File: src/include/mm_settings.svh
// Matrix multiplier settings
// Array size and Q8.8 fixed-point widths shared by all blocks

`ifndef MM_SETTINGS_SVH
`define MM_SETTINGS_SVH

// Array dimension, rows and columns alike
`define MM_DIM 2

// Element width of A, B and the results
`define MM_DATA_W 16

// Fraction bits of the Q8.8 format
`define MM_FRAC_W 8

// PE accumulator, holds a full 16x16 signed product sum
`define MM_ACC_W 32

`endif

File: src/mm_pkg.sv
// Matrix multiplier types
// Q8.8 elements and the packed operand and result sets

`include "mm_settings.svh"

package mm_pkg;

    // Signed Q8.8 elements
    typedef logic signed [`MM_DATA_W-1:0] a_elem_t;
    typedef logic signed [`MM_DATA_W-1:0] b_elem_t;

    // Matrix A, row-major
    // a00 sits in the low bits, so that the feeder index [lane][elem] is [row][col]
    typedef struct packed {
        a_elem_t a11;
        a_elem_t a10;
        a_elem_t a01;
        a_elem_t a00;
    } a_rows_t;

    // Matrix B, column-major
    // Feeder index [lane][elem] is [col][row]
    typedef struct packed {
        b_elem_t b11;
        b_elem_t b01;
        b_elem_t b10;
        b_elem_t b00;
    } b_cols_t;

    // Q8.8 products, c00 in the top bits
    typedef struct packed {
        a_elem_t c00;
        a_elem_t c01;
        a_elem_t c10;
        a_elem_t c11;
    } result_t;

endpackage

File: src/mm_operand_feeder.sv
// Operand feeder
// Holds one 2x2 operand set and streams it as two skewed lanes on launch

`timescale 1ns/1ps
`include "mm_settings.svh"

module mm_operand_feeder #(
    parameter type elem_t = logic signed [`MM_DATA_W-1:0]
) (
    input  logic             clk,
    input  logic             rst_n,
    input  logic             load,
    input  logic             launch,
    input  elem_t [1:0][1:0] mat_in,
    output elem_t            lane0,
    output elem_t            lane1
);

    // Indexed [lane][element]
    elem_t [1:0][1:0] mat_q;
    elem_t [1:0][1:0] run_q;

    // 0 idle, 1..3 lane steps of a run
    logic [1:0] phase;

    // Host copy, may change while a run is going
    always_ff @(posedge clk) begin
        if (load) begin
            mat_q <= mat_in;
        end
    end

    // Working copy for the run, frozen at launch
    // A load in the launch cycle counts for the following run
    always_ff @(posedge clk) begin
        if (launch) begin
            run_q <= mat_q;
        end
    end

    // Skewed lane sequence
    always_ff @(posedge clk) begin
        if (!rst_n) begin
            phase <= 2'd0;
            lane0 <= '0;
            lane1 <= '0;
        end else if (launch) begin
            phase <= 2'd1;
            lane0 <= mat_q[0][0];
            lane1 <= '0;
        end else begin
            case (phase)
                2'd1: begin
                    phase <= 2'd2;
                    lane0 <= run_q[0][1];
                    lane1 <= run_q[1][0];
                end
                2'd2: begin
                    phase <= 2'd3;
                    lane0 <= '0;
                    lane1 <= run_q[1][1];
                end
                default: begin
                    phase <= 2'd0;
                    lane0 <= '0;
                    lane1 <= '0;
                end
            endcase
        end
    end

endmodule

File: src/mm_pe.sv
// Systolic processing element
// Multiply-accumulate of the west and north operands, which move on east and south

`timescale 1ns/1ps
`include "mm_settings.svh"

module mm_pe (
    input  logic            clk,
    input  logic            rst_n,
    input  logic            clr,
    input  mm_pkg::a_elem_t in_west,
    input  mm_pkg::b_elem_t in_north,
    output mm_pkg::a_elem_t out_east,
    output mm_pkg::b_elem_t out_south,
    output mm_pkg::a_elem_t result
);

    logic signed [2*`MM_DATA_W-1:0] product;
    logic signed [`MM_ACC_W-1:0]    acc;

    // Full-width signed product, Q16.16
    assign product = in_west * in_north;

    // Operands hop one PE per cycle
    always_ff @(posedge clk) begin
        if (!rst_n) begin
            out_east  <= '0;
            out_south <= '0;
        end else begin
            out_east  <= in_west;
            out_south <= in_north;
        end
    end

    // Accumulator
    // Zero operands outside the active window add nothing
    always_ff @(posedge clk) begin
        if (!rst_n) begin
            acc <= '0;
        end else if (clr) begin
            acc <= '0;
        end else begin
            acc <= acc + product;
        end
    end

    // Back to Q8.8
    // Drop the extra fraction bits, keep the low 16 bits, wrap on overflow
    assign result = acc[`MM_FRAC_W +: `MM_DATA_W];

endmodule

File: src/mm_systolic_array.sv
// 2x2 output-stationary systolic array
// Four PEs plus the run sequencer that issues launch, clear and done

`timescale 1ns/1ps
`include "mm_settings.svh"

module mm_systolic_array (
    input  logic            clk,
    input  logic            rst_n,
    input  logic            start,
    input  mm_pkg::a_elem_t a_west0,
    input  mm_pkg::a_elem_t a_west1,
    input  mm_pkg::b_elem_t b_north0,
    input  mm_pkg::b_elem_t b_north1,
    output logic            launch,
    output logic            done,
    output mm_pkg::result_t result
);

    // Last product lands in the far corner PE at cycle 3*DIM-2
    // Count runs from 0 in cycle 1, so done is set one cycle later
    localparam logic [2:0] LAST_COUNT = 3'(3 * `MM_DIM - 3);

    logic       busy;
    logic [2:0] count;

    // Links between PEs
    mm_pkg::a_elem_t east00;
    mm_pkg::a_elem_t east10;
    mm_pkg::b_elem_t south00;
    mm_pkg::b_elem_t south01;

    mm_pkg::a_elem_t r00;
    mm_pkg::a_elem_t r01;
    mm_pkg::a_elem_t r10;
    mm_pkg::a_elem_t r11;

    mm_pkg::result_t pe_result;
    mm_pkg::result_t result_q;

    // Start is taken only when idle
    assign launch = start & ~busy;

    // Row 0
    mm_pe pe00 (
        .clk       (clk),
        .rst_n     (rst_n),
        .clr       (launch),
        .in_west   (a_west0),
        .in_north  (b_north0),
        .out_east  (east00),
        .out_south (south00),
        .result    (r00)
    );

    mm_pe pe01 (
        .clk       (clk),
        .rst_n     (rst_n),
        .clr       (launch),
        .in_west   (east00),
        .in_north  (b_north1),
        .out_east  (),
        .out_south (south01),
        .result    (r01)
    );

    // Row 1
    mm_pe pe10 (
        .clk       (clk),
        .rst_n     (rst_n),
        .clr       (launch),
        .in_west   (a_west1),
        .in_north  (south00),
        .out_east  (east10),
        .out_south (),
        .result    (r10)
    );

    mm_pe pe11 (
        .clk       (clk),
        .rst_n     (rst_n),
        .clr       (launch),
        .in_west   (east10),
        .in_north  (south01),
        .out_east  (),
        .out_south (),
        .result    (r11)
    );

    // Run sequencer, count to done
    always_ff @(posedge clk) begin
        if (!rst_n) begin
            busy  <= 1'b0;
            count <= '0;
            done  <= 1'b0;
        end else begin
            done <= 1'b0;
            if (launch) begin
                busy  <= 1'b1;
                count <= '0;
            end else if (busy) begin
                if (count == LAST_COUNT) begin
                    done  <= 1'b1;
                    busy  <= 1'b0;
                    count <= '0;
                end else begin
                    count <= count + 3'd1;
                end
            end
        end
    end

    assign pe_result.c00 = r00;
    assign pe_result.c01 = r01;
    assign pe_result.c10 = r10;
    assign pe_result.c11 = r11;

    // Hold the finished products until the next run completes
    always_ff @(posedge clk) begin
        if (!rst_n) begin
            result_q <= '0;
        end else if (done) begin
            result_q <= pe_result;
        end
    end

    // Live PE values in the done cycle, held copy afterwards
    assign result = done ? pe_result : result_q;

endmodule

File: src/mm_top.sv
// Fixed-point 2x2 matrix multiplier
// A and B feeders side by side, combined in the systolic array

`timescale 1ns/1ps
`include "mm_settings.svh"

module mm_top (
    input  logic            clk,
    input  logic            rst_n,
    input  logic            load,
    input  logic            start,
    input  mm_pkg::a_rows_t a_in,
    input  mm_pkg::b_cols_t b_in,
    output logic            done,
    output mm_pkg::result_t result
);

    logic            launch;
    mm_pkg::a_elem_t a_west0;
    mm_pkg::a_elem_t a_west1;
    mm_pkg::b_elem_t b_north0;
    mm_pkg::b_elem_t b_north1;

    // Rows of A enter from the west
    mm_operand_feeder #(
        .elem_t (mm_pkg::a_elem_t)
    ) u_feed_a (
        .clk    (clk),
        .rst_n  (rst_n),
        .load   (load),
        .launch (launch),
        .mat_in (a_in),
        .lane0  (a_west0),
        .lane1  (a_west1)
    );

    // Columns of B enter from the north
    mm_operand_feeder #(
        .elem_t (mm_pkg::b_elem_t)
    ) u_feed_b (
        .clk    (clk),
        .rst_n  (rst_n),
        .load   (load),
        .launch (launch),
        .mat_in (b_in),
        .lane0  (b_north0),
        .lane1  (b_north1)
    );

    mm_systolic_array u_array (
        .clk      (clk),
        .rst_n    (rst_n),
        .start    (start),
        .a_west0  (a_west0),
        .a_west1  (a_west1),
        .b_north0 (b_north0),
        .b_north1 (b_north1),
        .launch   (launch),
        .done     (done),
        .result   (result)
    );

endmodule

File: config.mk
export PLATFORM = sky130hd
export DESIGN_NAME = mm_top
export DESIGN_NICKNAME = d
export VERILOG_FILES = /design/src/mm_pkg.sv /design/src/mm_operand_feeder.sv /design/src/mm_pe.sv /design/src/mm_systolic_array.sv /design/src/mm_top.sv
export VERILOG_INCLUDE_DIRS = /design/src /design/src/include
export SDC_FILE = /design/constraint.sdc
export NUM_CORES = 2
export LEC_CHECK = 0
export BUFFER_PORTS_ARGS = -buffer_cell sky130_fd_sc_hd__buf_2
export CAP_MARGIN = 20
export CORE_ASPECT_RATIO = 1.25
export CORE_MARGIN = 3
export CORE_UTILIZATION = 32
export DETAILED_ROUTE_END_ITERATION = 12
export HOLD_SLACK_MARGIN = 0.02
export SLEW_MARGIN = 0
export SYNTH_ARGS = -nofsm -noshare
export SYNTH_HDL_FRONTEND = slang
export SYNTH_SLANG_ARGS = --single-unit
export TNS_END_PERCENT = 1
File: constraint.sdc
create_clock -name clk -period 6.8 [get_ports clk]
set_input_delay 0 -clock clk [delete_from_list [all_inputs] [get_ports clk]]
set_output_delay 0 -clock clk [all_outputs]
set_load 0.01 [all_outputs]
==> flow_metrics.tcl <==
set metrics [dict create \
    outcome "finished, final reports clean" \
    clock_path_buffers 3 \
    finalInstanceArea_um2 57200 \
    startpoint_type "register" \
    cts_made_buffers 60 \
    setup_viol 0 \
    grt_pass1_wl_um 203000 \
    coreArea_um2 154000 \
    relSlewSlack_pct 23.4 \
    post-cts-setup-buffers 0 \
    hold_violations 0 \
    timing.final.crit_share_pct 90.5 \
    synth_seq_cells 521 \
    clock-sinks 521 \
    fin_nets 6543 \
    via_count 32600 \
    mostFrequentLayoutCells "1260 x inv_1, 836 x fa_1, 676 x and2_1, 383 x nand2_1, 331 x ha_1" \
    clock.fmax_mhz 162 \
    drtIter0Drc 1299 \
    hold_path.class "input port to register" \
    crit_required_ps 7310 \
    cts_tree "yes" \
    synth-edff-count 224 \
    grt_overflow_total 0 \
    antenna_found_initial 5 \
    ys_types 63 \
    grtUsageTotal_pct 16.4 \
    initial_core_util_pct 32.3 \
    cp-end-kind "register" \
    fin_cells 7335 \
    seq_area_frac_synth_pct 25.5 \
    p_per_area_nw_per_um2 142 \
    worstSetupPathType "register to register" \
    critPathMaxFanout 17 \
    clock_latency_ps 700 \
    ys.flop_type "dfxtp_1" \
    fp.dieH_um 447 \
    die_w_um 359 \
    max-vdd-ir-drop_uv 304 \
    synthesis.nets 6212 \
    cp_data_arrival_time_ps 6660 \
    wl_per_cell_um 17.3 \
    holdWs_ps 75.4 \
    synth_warnings 0 \
    synth_cells 4913 \
    grt_setup_unrepaired "no" \
    syn_area_per_cell_um2 10.1 \
    cellLeakagePower_nw 27.5 \
    netlist_area_um2 49800 \
    globalplace.congestion 0.899 \
    drc_errors 0 \
    clk_pin_slew_ps 70 \
    placed_cell_area_um2 53000 \
    setup_tns_ps 0 \
    firstDrtPassIters 5 \
    vias_per_cell 4.44 \
    finClkSkew_ps 68.7 \
    grt_max_degree 75 \
    grt_pass1_vias 36600 \
    wl_um 127000 \
    syn2layout_area_growth_pct 14.9 \
    portBuffers 196 \
    synthArstFlopShare_pct 0 \
    dpl.cell_count 7005 \
    h-tree-depth 2 \
    dieArea_um2 160000 \
    final_antenna_net_count 0 \
    cts_root_buffer "clkbuf_16" \
    slew_violations 0 \
    rows 161 \
    worstMarginPinSlew_ps 1150 \
    dpl.hpwl_um 99300 \
    period_needed_ps 6150 \
    fillCellCount 15400 \
    ios 197 \
    cap_viol_max_count 0 \
    layout-drive-gt1-share_pct 8.02 \
    final_common_cell "inv_1" \
]
-- worst max-delay path, cell delays in order (launching register included) --
cell and delay [ps]:
dfxtp_1 730, nand2_1 210, inv_1 170, fa_1 420, inv_1 90, fa_1 410
fa_1 520, inv_1 60, fa_1 490, fa_1 490, inv_1 50, fa_1 560
inv_1 60, ha_1 360, a21o_1 180, a21o_1 170, a21oi_1 160, o21ai_0 110
a211oi_1 360, a21oi_1 140, xnor2_1 170, nor2_1 50
-- timing repair --
item | in CTS | in global routing
hold buffers | 214 | 0
gates resized for setup | 0 | 0
endpoints found under the hold margin | 211 | 0
-- final cells by class --
class                      instances  area, um2  area share (%)
timing repair buffer             451       3440            6.01
tap                             2037       2550            4.46
inverter                        1260       4730            8.27
clock buffer                      68       1570            2.75
multi-input combinational       2950      31700            55.4
antenna                            2       5.00         0.00875
sequential                       521      12700            22.2
clock inverter                    46        520           0.910
-- synth_stat cells, drive strengths merged, types with 16 or more instances --
cell type  instances  area share, %
a22oi             32           0.48
edfxtp           224             14
a21o              30           0.45
mux2              64            1.4
nor2             138            1.0
xnor2            126            2.2
clkbuf           173            1.3
fa               836             34
ha               331            8.3
nor3              16           0.16
o21ai             33           0.34
and2             676            8.5
nand2b            33           0.41
xor2              36           0.63
a21oi             60           0.63
inv             1260            9.5
a22o              32           0.56
dfxtp            297             12
nand2            383            2.9
-- report_power, final --
part / switching, mW / internal (mW) / total, mW
registers: 0.169 / 3.44 / 3.61
logic: 0.628 / 0.471 / 1.10
clock network: 1.51 / 1.90 / 3.40
total: 2.30 / 5.81 / 8.11
-- logic make-up after synthesis --
group / Yosys count / synth area share (%)
buf+inv: 1442 / 10.9
simple gates: 1308 / 13.8
fa+ha+maj: 1167 / 42.0
flops: 521 / 25.5
compound gates: 249 / 3.58
xor+xnor: 162 / 2.85
mux: 64 / 1.45
-- final timing paths --
check                                   startpoint                   end  slack [ps]  depth (start not counted)
worst min-delay path                      b_in[25]    u_feed_b.mat_q[25]          80                          2
worst min register to register  u_feed_b.mat_q[20]    u_feed_b.run_q[20]         410                          0
worst max-delay path             u_feed_b.lane0[1]  u_array.pe00.acc[23]         650                         21
worst max register to register   u_feed_b.lane0[1]  u_array.pe00.acc[23]         650                         21
-- state kept, by name, summed over array words and instances (netlist names), 24 cells and up --
name and flops:
u_feed_b.mat_q 64, u_feed_a.mat_q 64, u_array.pe10.acc 24, u_array.pe11.acc 24, u_array.result_q 64, u_array.pe01.acc 24
u_feed_a.run_q 48, u_feed_b.run_q 48, u_array.pe00.acc 24
-- routing by layer --
metal	wire length, um	share of wire [%]	GRT usage, %	up-vias
li1	-	-	-	15200
met1	53200	42	20.1	16600
met2	65600	52	29.8	644
met3	4400	3.5	1.86	194
met4	4000	3.1	4.95	0
met5	0	0	0	-
-- per-stage QoR --
stage | power (mW) | worst slack [ps] | utilization, %
2_1_floorplan | 4.27 | 1170 | -
3_3_place_gp | 4.66 | 754 | 34.3
3_5_place_dp | 4.68 | 694 | 34.3
4_1_cts | 8.24 | 640 | 37.1
5_1_grt | 8.52 | 208 | 37.1
6_report | 8.11 | 646 | 37.1
Note: power is estimated with default switching activity, not from simulation.
